**config.mk**
```make
export PLATFORM = sky130hd
export DESIGN_NAME = uart_top
export DESIGN_NICKNAME = d
export VERILOG_FILES = /design/src/logic/uart_pkg.sv /design/src/logic/uart_fifo.sv /design/src/logic/uart_tx.sv /design/src/logic/uart_rx.sv /design/src/logic/uart_regs.sv /design/src/logic/uart_top.sv
export SDC_FILE = /design/constraint.sdc
export NUM_CORES = 1
export LEC_CHECK = 0
export BUFFER_PORTS_ARGS = -buffer_cell sky130_fd_sc_hd__buf_2
export CORE_ASPECT_RATIO = 1.4
export CORE_MARGIN = 1.5
export CORE_UTILIZATION = 25
export CTS_CLUSTER_DIAMETER = 30
export DETAILED_ROUTE_END_ITERATION = 10
export GPL_TIMING_DRIVEN = 0
export PLACE_DENSITY = 0.4
export SKIP_CTS_REPAIR_TIMING = 1
export SYNTH_ARGS = -nofsm -noshare
export SYNTH_HDL_FRONTEND = slang
export SYNTH_HIERARCHICAL = 1
export SYNTH_SLANG_ARGS = --single-unit
export TNS_END_PERCENT = 20
```
**constraint.sdc**
```tcl
create_clock -name clk -period 6.39 [get_ports clk]
set_input_delay 1.278 -clock clk [delete_from_list [all_inputs] [get_ports clk]]
set_output_delay 1.278 -clock clk [all_outputs]
set_load 0.01 [all_outputs]
```
**src/logic/uart_pkg.sv**
```systemverilog
// shared constants and types for the 8N1 UART subsystem
// fifo_depth must stay a power of two because the FIFO pointers wrap freely
`default_nettype none

package uart_pkg;

   // bit timing
   localparam int div_w = 16;
   localparam logic [div_w-1:0] div_reset = 16'd16;
   localparam logic [div_w-1:0] div_min = 16'd2;

   // FIFO geometry
   localparam int fifo_depth = 4;
   localparam int fifo_cnt_w = 3;
   localparam int fifo_ptr_w = 2;

   // register map of the host bus
   localparam int addr_w = 2;
   localparam logic [addr_w-1:0] addr_div = 2'd0;
   localparam logic [addr_w-1:0] addr_txdata = 2'd1;
   localparam logic [addr_w-1:0] addr_rxdata = 2'd2;
   localparam logic [addr_w-1:0] addr_status = 2'd3;

   // status register bit positions
   localparam int st_tx_full = 0;
   localparam int st_tx_busy = 1;
   localparam int st_rx_valid = 2;
   localparam int st_overrun = 3;
   localparam int st_frame_seen = 4;

   // one received character as it sits in the receive FIFO
   typedef struct packed {
      logic [7:0] data;
      logic       frame_err;
   } rx_entry_t;

endpackage

`default_nettype wire

```
**src/logic/uart_fifo.sv**
```systemverilog
// small synchronous FIFO holding fifo_depth entries of payload_t
// dout shows the head entry whenever not_empty is high
// a push into a full FIFO is discarded and flagged on dropped a cycle later
`timescale 1ns/1ps
`default_nettype none

module uart_fifo #(
   parameter type payload_t = logic [7:0]
) (
   input  logic     clk,
   input  logic     rst,
   input  logic     push,
   input  payload_t din,
   input  logic     pop,
   output payload_t dout,
   output logic     not_empty,
   output logic     full,
   output logic     dropped
);

   import uart_pkg::*;

   payload_t                mem [fifo_depth];
   logic [fifo_ptr_w-1:0]   wr_ptr;
   logic [fifo_ptr_w-1:0]   rd_ptr;
   logic [fifo_cnt_w-1:0]   cnt;
   logic                    do_push;
   logic                    do_pop;

   assign full      = (cnt == fifo_cnt_w'(fifo_depth));
   assign not_empty = (cnt != '0);
   assign dout      = mem[rd_ptr];

   // a full FIFO refuses the push even if a pop happens in the same cycle
   assign do_push = push && !full;
   assign do_pop  = pop && not_empty;

   always_ff @(posedge clk) begin
      if (do_push) begin
         mem[wr_ptr] <= din;
      end
   end

   always_ff @(posedge clk) begin
      if (rst) begin
         wr_ptr  <= '0;
         rd_ptr  <= '0;
         cnt     <= '0;
         dropped <= 1'b0;
      end else begin
         dropped <= push && full;
         if (do_push) begin
            wr_ptr <= wr_ptr + 1'b1;
         end
         if (do_pop) begin
            rd_ptr <= rd_ptr + 1'b1;
         end
         case ({do_push, do_pop})
            2'b10:   cnt <= cnt + 1'b1;
            2'b01:   cnt <= cnt - 1'b1;
            default: cnt <= cnt;
         endcase
      end
   end

endmodule

`default_nettype wire

```
**src/logic/uart_tx.sv**
```systemverilog
// 8N1 serializer, LSB first, each bit held for div cycles
// take is a one-cycle pop of the byte offered on data/avail
// div is expected to stay constant while a frame is on the line
`timescale 1ns/1ps
`default_nettype none

module uart_tx (
   input  logic                      clk,
   input  logic                      rst,
   input  logic [uart_pkg::div_w-1:0] div,
   input  logic [7:0]                data,
   input  logic                      avail,
   output logic                      take,
   output logic                      busy,
   output logic                      tx
);

   import uart_pkg::*;

   logic             active;
   logic [9:0]       frame;
   logic [3:0]       bit_cnt;
   logic [div_w-1:0] cyc_cnt;
   logic             bit_end;

   // a new byte is taken only between frames
   assign take = avail && !active;

   // busy covers the take cycle and the whole frame including the stop bit
   assign busy = active || avail;

   assign bit_end = (cyc_cnt == div - div_w'(1));

   // the line is driven straight from the frame register, ones fill in behind
   assign tx = frame[0];

   // --------------------------------------------------------------------------
   // frame shifter
   // --------------------------------------------------------------------------

   always_ff @(posedge clk) begin
      if (rst) begin
         active  <= 1'b0;
         frame   <= '1;
         bit_cnt <= '0;
         cyc_cnt <= '0;
      end else if (take) begin
         // stop bit, data, start bit, so the start bit goes out first
         frame   <= {1'b1, data, 1'b0};
         active  <= 1'b1;
         bit_cnt <= '0;
         cyc_cnt <= '0;
      end else if (active) begin
         if (bit_end) begin
            cyc_cnt <= '0;
            frame   <= {1'b1, frame[9:1]};
            if (bit_cnt == 4'd9) begin
               active <= 1'b0;
            end else begin
               bit_cnt <= bit_cnt + 1'b1;
            end
         end else begin
            cyc_cnt <= cyc_cnt + 1'b1;
         end
      end
   end

endmodule

`default_nettype wire

```
**src/logic/uart_rx.sv**
```systemverilog
// 8N1 deserializer with a two-flop input synchronizer
// the start bit is rechecked at div/2, later bits are sampled every div cycles
// no oversampling filter, a glitch at a sample point is taken as data
`timescale 1ns/1ps
`default_nettype none

module uart_rx (
   input  logic                       clk,
   input  logic                       rst,
   input  logic [uart_pkg::div_w-1:0] div,
   input  logic                       rx,
   output logic                       push,
   output uart_pkg::rx_entry_t        entry
);

   import uart_pkg::*;

   typedef enum logic [1:0] {
      rx_idle,
      rx_start,
      rx_data,
      rx_stop
   } rx_state_t;

   rx_state_t        state;
   logic             rx_meta;
   logic             rx_s;
   logic [div_w-1:0] cyc_cnt;
   logic [2:0]       bit_cnt;
   logic [7:0]       shreg;
   logic             half_end;
   logic             bit_end;

   assign half_end = (cyc_cnt == (div >> 1) - div_w'(1));
   assign bit_end  = (cyc_cnt == div - div_w'(1));

   // synchronizer resets to the idle line level so reset gives no false start
   always_ff @(posedge clk) begin
      if (rst) begin
         rx_meta <= 1'b1;
         rx_s    <= 1'b1;
      end else begin
         rx_meta <= rx;
         rx_s    <= rx_meta;
      end
   end

   // --------------------------------------------------------------------------
   // frame state machine
   // --------------------------------------------------------------------------

   always_ff @(posedge clk) begin
      push <= 1'b0;
      if (rst) begin
         state   <= rx_idle;
         cyc_cnt <= '0;
         bit_cnt <= '0;
         push    <= 1'b0;
      end else begin
         case (state)
            rx_idle: begin
               cyc_cnt <= '0;
               bit_cnt <= '0;
               if (!rx_s) begin
                  state <= rx_start;
               end
            end
            rx_start: begin
               if (half_end) begin
                  cyc_cnt <= '0;
                  // line back high at mid start bit means it was only a glitch
                  state <= rx_s ? rx_idle : rx_data;
               end else begin
                  cyc_cnt <= cyc_cnt + 1'b1;
               end
            end
            rx_data: begin
               if (bit_end) begin
                  cyc_cnt <= '0;
                  if (bit_cnt == 3'd7) begin
                     state <= rx_stop;
                  end
                  bit_cnt <= bit_cnt + 1'b1;
               end else begin
                  cyc_cnt <= cyc_cnt + 1'b1;
               end
            end
            rx_stop: begin
               if (bit_end) begin
                  push  <= 1'b1;
                  state <= rx_idle;
               end else begin
                  cyc_cnt <= cyc_cnt + 1'b1;
               end
            end
            default: state <= rx_idle;
         endcase
      end
   end

   // data path, LSB arrives first so bits enter from the top
   always_ff @(posedge clk) begin
      if (state == rx_data && bit_end) begin
         shreg <= {rx_s, shreg[7:1]};
      end
      if (state == rx_stop && bit_end) begin
         entry.data      <= shreg;
         entry.frame_err <= !rx_s;
      end
   end

endmodule

`default_nettype wire

```
**src/logic/uart_regs.sv**
```systemverilog
// four-phase req/ack register block in front of the UART
// only a txdata write into a full transmit FIFO holds ack back
// divisor writes below div_min are raised to div_min
`timescale 1ns/1ps
`default_nettype none

module uart_regs (
   input  logic                        clk,
   input  logic                        rst,
   input  logic                        req,
   input  logic                        we,
   input  logic [uart_pkg::addr_w-1:0] addr,
   input  logic [15:0]                 wdata,
   output logic                        ack,
   output logic [15:0]                 rdata,
   output logic [uart_pkg::div_w-1:0]  div,
   output logic                        tx_push,
   output logic [7:0]                  tx_byte,
   input  logic                        tx_full,
   input  logic                        tx_busy,
   output logic                        rx_pop,
   input  uart_pkg::rx_entry_t         rx_head,
   input  logic                        rx_valid,
   input  logic                        rx_dropped
);

   import uart_pkg::*;

   typedef enum logic [1:0] {
      hs_idle,
      hs_stall,
      hs_ack
   } hs_state_t;

   hs_state_t   state;
   logic        tx_write;
   logic        stall_req;
   logic        xfer;
   logic        do_wr_div;
   logic        do_push;
   logic        do_rd;
   logic        overrun;
   logic        frame_seen;
   logic [15:0] rd_word;

   // --------------------------------------------------------------------------
   // transfer decode
   // --------------------------------------------------------------------------

   assign tx_write  = we && (addr == addr_txdata);
   assign stall_req = (state == hs_idle) && req && tx_write && tx_full;

   // xfer marks the one cycle in which a transfer takes effect
   assign xfer = ((state == hs_idle) && req && !(tx_write && tx_full))
              || ((state == hs_stall) && !tx_full);

   assign do_wr_div = xfer && we && (addr == addr_div);
   assign do_push   = xfer && tx_write;
   assign do_rd     = xfer && !we;

   always_comb begin
      rd_word = '0;
      case (addr)
         addr_div: rd_word = div;
         addr_rxdata: begin
            if (rx_valid) begin
               rd_word = {6'b0, 1'b1, rx_head.frame_err, rx_head.data};
            end
         end
         addr_status: begin
            rd_word[st_tx_full]    = tx_full;
            rd_word[st_tx_busy]    = tx_busy;
            rd_word[st_rx_valid]   = rx_valid;
            rd_word[st_overrun]    = overrun;
            rd_word[st_frame_seen] = frame_seen;
         end
         default: rd_word = '0;
      endcase
   end

   // --------------------------------------------------------------------------
   // handshake and registers
   // --------------------------------------------------------------------------

   always_ff @(posedge clk) begin
      if (rst) begin
         state      <= hs_idle;
         ack        <= 1'b0;
         rdata      <= '0;
         div        <= div_reset;
         tx_push    <= 1'b0;
         rx_pop     <= 1'b0;
         overrun    <= 1'b0;
         frame_seen <= 1'b0;
      end else begin
         tx_push <= do_push;
         rx_pop  <= do_rd && (addr == addr_rxdata) && rx_valid;

         if (stall_req) begin
            state <= hs_stall;
         end else if (xfer) begin
            state <= hs_ack;
            ack   <= 1'b1;
         end else if (state == hs_ack && !req) begin
            state <= hs_idle;
            ack   <= 1'b0;
         end

         if (do_wr_div) begin
            div <= (wdata < div_min) ? div_min : wdata;
         end
         if (do_rd) begin
            rdata <= rd_word;
         end

         // a status read clears the sticky flags, a new drop in that cycle still sets
         if (do_rd && addr == addr_status) begin
            overrun    <= 1'b0;
            frame_seen <= 1'b0;
         end
         if (do_rd && addr == addr_rxdata && rx_valid && rx_head.frame_err) begin
            frame_seen <= 1'b1;
         end
         if (rx_dropped) begin
            overrun <= 1'b1;
         end
      end
   end

   always_ff @(posedge clk) begin
      if (do_push) begin
         tx_byte <= wdata[7:0];
      end
   end

endmodule

`default_nettype wire

```
**src/logic/uart_top.sv**
```systemverilog
// UART subsystem top with the host register block and the 8N1 serial pins
// tx idles high and rx must be held high when idle
`timescale 1ns/1ps
`default_nettype none

module uart_top (
   input  logic                        clk,
   input  logic                        rst,
   input  logic                        req,
   input  logic                        we,
   input  logic [uart_pkg::addr_w-1:0] addr,
   input  logic [15:0]                 wdata,
   output logic                        ack,
   output logic [15:0]                 rdata,
   output logic                        tx,
   input  logic                        rx
);

   import uart_pkg::*;

   logic [div_w-1:0] div;
   logic             tx_push;
   logic [7:0]       tx_byte;
   logic [7:0]       tx_data;
   logic             tx_avail;
   logic             tx_take;
   logic             tx_full;
   logic             tx_busy;
   logic             rx_push;
   rx_entry_t        rx_entry;
   rx_entry_t        rx_head;
   logic             rx_valid;
   logic             rx_pop;
   logic             rx_dropped;

   uart_regs i_uart_regs (
      .clk        (clk),
      .rst        (rst),
      .req        (req),
      .we         (we),
      .addr       (addr),
      .wdata      (wdata),
      .ack        (ack),
      .rdata      (rdata),
      .div        (div),
      .tx_push    (tx_push),
      .tx_byte    (tx_byte),
      .tx_full    (tx_full),
      .tx_busy    (tx_busy),
      .rx_pop     (rx_pop),
      .rx_head    (rx_head),
      .rx_valid   (rx_valid),
      .rx_dropped (rx_dropped)
   );

   // transmit FIFO between the register block and the serializer
   uart_fifo #(
      .payload_t (logic [7:0])
   ) i_tx_fifo (
      .clk       (clk),
      .rst       (rst),
      .push      (tx_push),
      .din       (tx_byte),
      .pop       (tx_take),
      .dout      (tx_data),
      .not_empty (tx_avail),
      .full      (tx_full),
      .dropped   ()
   );

   uart_tx i_uart_tx (
      .clk   (clk),
      .rst   (rst),
      .div   (div),
      .data  (tx_data),
      .avail (tx_avail),
      .take  (tx_take),
      .busy  (tx_busy),
      .tx    (tx)
   );

   uart_rx i_uart_rx (
      .clk   (clk),
      .rst   (rst),
      .div   (div),
      .rx    (rx),
      .push  (rx_push),
      .entry (rx_entry)
   );

   // receive FIFO reports overflow on dropped and applies no back-pressure
   uart_fifo #(
      .payload_t (rx_entry_t)
   ) i_rx_fifo (
      .clk       (clk),
      .rst       (rst),
      .push      (rx_push),
      .din       (rx_entry),
      .pop       (rx_pop),
      .dout      (rx_head),
      .not_empty (rx_valid),
      .full      (),
      .dropped   (rx_dropped)
   );

endmodule

`default_nettype wire

```
# Word-level counts from Yosys, hierarchy flattened
# Memory sizes are Yosys's and may differ from the RTL's. A register that Yosys moved wholly into a read port is not among the register bits.
# Cells that the tools add are included.
# totals
reg_bits,133
mem_bits_rw,68
input_bits,23
out_inout_bits,18
wordCells,174
memories,2
# memory_table
name,depth,word_bits,rd,rd_clocked_by_memory_dff,write_ports,line,text
i_rx_fifo.mem,4,9,1,1,1,uart_fifo.sv:23,payload_t mem [fifo_depth];
i_tx_fifo.mem,4,8,1,1,1,uart_fifo.sv:23,
# op_classes
n_addsub,14
order_cmp,1
eq_ne,25
mux,44
bitwise_logic,3
n_reduce_logical,55
# ops
op,n
two-way mux 16 bit,5
case mux 16 bit (4 select lines),1
== test 16 bit,3
"adder 16 x 1 -> 16 bit, second input constant",2
two-way mux 9 bit,3
logical AND 1 bit,24
two-way mux 2 bit,12
case mux 11 bit (2 select lines),1
case mux 3 bit (2 select lines),3
"< comparator 16 x 2 -> 1 bit, second input constant",1
nonzero test 2 bit,8
"subtractor 15 x 1 -> 16 bit, second input constant",1
"subtractor 16 x 1 -> 16 bit, second input constant",1
two-way mux 1 bit,15
case mux 5 bit (3 select lines),1
"== test 2 bit, second input constant",7
"== test 2 x 1 -> 1 bit, second input constant",5
two-way mux 10 bit,1
"adder 3 x 1 -> 3 bit, second input constant",3
"== test 3 bit, second input constant",3
nonzero test 3 bit,3
"adder 2 x 1 -> 2 bit, second input constant",4
"!= test 2 x 1 -> 1 bit, second input constant",4
case mux 2 bit (4 select lines),1
other kinds (13),30

# Longest topological paths before layout
# depth
word_depth,11
ltp_mapped,12
depth_no_buf,10

# By module
# The synthesis kept the hierarchy.
# modules_own_cells
mod,instances,cells_each,area_per_inst_um2,seq_area_each_um2
uart_rx,1,353,3093.0,991.0
uart_tx,1,251,2069.5,600.6
uart_regs,1,184,1853.0,1021.0
uart_fifo (i_rx_fifo),1,101,1804.2,1281.2
uart_fifo (i_tx_fifo),1,96,1661.6,1161.1

# Worst setup path after synthesis
# OpenSTA, ideal clock, no wires.
# synth_timing
path_type,reg2reg
from,reg i_uart_regs/div[2] (netlist name)
to,reg i_uart_rx/entry[0] (netlist name) (enable)
setup_ns,0.374
arrival_ns,3.344
t_required_ns,6.016
setup_slack_ns,2.671
path_stages_with_launch,11
path_buffers,1
period_less_slack_ns,3.719
cell_sequence,dfxtp_1 -> inv_1 -> ha_1 -> or4b_4 -> buf_6 -> nor4_4 -> nor2_2 -> or4_4 -> a2111o_1 -> or2_2 -> nor2_1
# synth_via
elab_chain_len,3
# synth_lines
element,line,text
start: declaration,uart_regs.sv:16,"output logic [uart_pkg::div_w-1:0] div,"
start signal: assignment,uart_regs.sv:90,div <= div_reset;
start signal: assignment,uart_regs.sv:110,div <= (wdata < div_min) ? div_min : wdata;
subtractor 16 x 1 -> 16 bit,uart_rx.sv:35,assign bit_end = (cyc_cnt == div - div_w'(1));
== test 16 bit,uart_rx.sv:35,
logical AND 1 bit,uart_rx.sv:106,if (state == rx_stop && bit_end) begin
end: declaration,uart_rx.sv:13,output uart_pkg::rx_entry_t entry
# Every way passes these cells.
# A chain may end at the register's enable or synchronous reset.

# Worst setup path in the final report
# layout_timing
from,reg i_uart_regs/div[2] (netlist name)
to,reg i_uart_rx/entry[5] (netlist name) (enable)
# Same word-level chain as after synthesis.

==> reports/results.ini <==
[sta]
rsz0062_at_grt = false
slew_headroom_pct = 28.8
setup_viol = 0
fin_setup_tns_ns = 0
worst_pin_slew_ns = 1.06
fin_worst_skew_ns = 0.0183
drv_slew = 0
fin_crit_sh_pct = 68.0
clock.fmax_ghz = 0.230
finalCriticalPeriod_ns = 4.34
finalHoldViolations = 0

[final_layout]
layout.cells.non_filler = 1651
nNetsFinal = 1116
final_common_cell = dfxtp_1
syn_to_final_growth_pct = 24.6
finalInstanceArea_um2 = 13000
drive_above_1_share_pct = 19.2
diodes = 0
layout_common_cells = dfxtp_1 (112), edfxtp_1 (93), nor2_1 (90)

[place]
placed_area_um2 = 11300
routabilityCongestion = 0.802
dp_cells = 1561
portBuffers = 38
dp_hpwl_um = 20800

[clock_network]
clk_pin_slew_ns = 0.05
cts_htree_levels = 2
cts_tree = built
cts_buffers = 49
clk_latency_ns = 0.56
clock_path_buffers = 3
cts.sinks = 205
cts-root-buf = clkbuf_16

[detailed_routing]
wire_per_inst_um = 17.6
drt_iter0_drc = 398
ant_nets = 0
routed_wl_um = 29100
dr_total_vias = 7808
firstDrtPassIters = 5
vias_per_cell = 4.73
drcViolationCount = 0

[synthesis]
netlist_area_um2 = 10400
synth_fp_nets = 1027
syn_avg_cell_area_um2 = 10.6
yosys_warnings = 6
synth_cells = 983

[run_status]
status = completed

[setup_path]
arrival_ns = 4.52
critPathCaptureType = flip-flop
startpoint_type = flip-flop
path_max_fanout = 16
crit_type = reg -> reg
cp.required_ns = 6.56

[grt]
grt_pass1_vias = 7996
grt_antenna_before_repair = 0
grtUsageTotal_pct = 13.8
grt_pass1_wl_um = 46100
grt_overflow = 0
grt_max_degree = 17

[power]
p_seq_share_pct = 34.3
leakage_nw = 4.62
power_density_nw_per_um2 = 313
switchingPower_mw = 0.964
p_int_mw = 3.11
pwr-share-clk_pct = 61.8
p_sw_share_pct = 23.7
pwr-share-comb_pct = 3.9
peakVddDrop_mv = 0.177

[die]
die-area_um2 = 43000
rows = 88
ios = 41
fp.dieW_um = 176
coreArea_um2 = 41200
die_height_um = 245
initial_core_util_pct = 25.4

[min_path]
min_path_type = reg -> reg

[job]
maxCapViolations = 0

-- worst paths after layout --
check	startpoint	endpoint	slack (ns)	cells past startpoint
worst max-delay path	i_uart_regs/div[2]	i_uart_rx/entry[5]	2.05	10
worst min-delay path	i_uart_rx/rx_meta	i_uart_rx/rx_s	0.40	1
worst max register to register	i_uart_regs/div[2]	i_uart_rx/entry[5]	2.05	10
worst min register to register	i_uart_rx/rx_meta	i_uart_rx/rx_s	0.40	1
-- sequential cells by signal, indices dropped and copies added (netlist names), 8 cells and up, named ones only --
register,flops
i_rx_fifo/mem,36
i_tx_fifo/mem,32
i_uart_regs/div,16
i_uart_regs/rdata,16
i_uart_rx/cyc_cnt,16
i_uart_tx/cyc_cnt,16
i_uart_rx/entry,9
i_uart_tx/frame,9
i_uart_regs/tx_byte,8
i_uart_rx/shreg,8
-- metrics by stage --
step	utilization (%)	hold WS [ns]	worst slack [ns]	total power, mW
floorplan	-	0.389	2.67	1.52
global placement	27.5	0.396	2.02	1.58
detailed placement	27.5	0.392	2.01	1.58
CTS	31.6	0.403	1.98	4.12
global route	31.6	0.415	1.75	4.21
finish	31.6	0.403	2.05	4.07
-- power groups by stage --
stage,clock [mW],sequential (mW),combinational [mW]
finish,2.51,1.40,0.160
global route,2.64,1.40,0.176
CTS,2.57,1.40,0.161
detailed placement,0,1.42,0.161
global placement,0,1.42,0.161
floorplan,0,1.42,0.106
-- critical path: stages (launching register included) --
cell,delay (ns)
dfxtp_1,0.50
inv_1,0.12
ha_1,0.32
or4b_4,0.51
buf_6,0.16
nor4_4,0.35
nor2_2,0.05
or4_4,0.53
a2111o_1,0.45
or2_2,0.33
nor2_1,0.62
-- layer usage --
layer | vias to the layer above | global-route usage (%) | share of wire, % | wire length [um]
li1 | 3811 | - | - | -
met1 | 3762 | 16.4 | 42 | 12300
met2 | 175 | 24.1 | 50 | 14600
met3 | 60 | 2.43 | 4.0 | 1160
met4 | 0 | 6.26 | 3.8 | 1100
met5 | - | 0 | 0 | 0
-- cell type report --
class | count | area [um^2]
fillers | 4292 | 28200
inverters | 40 | 150
well taps | 540 | 676
clock inverters | 35 | 420
multi-input cells | 679 | 4900
plain buffers | 59 | 365
clock buffers | 55 | 1280
repair buffers | 38 | 190
flip-flops and latches | 205 | 5030
Power figures use the tool's default switching activity.
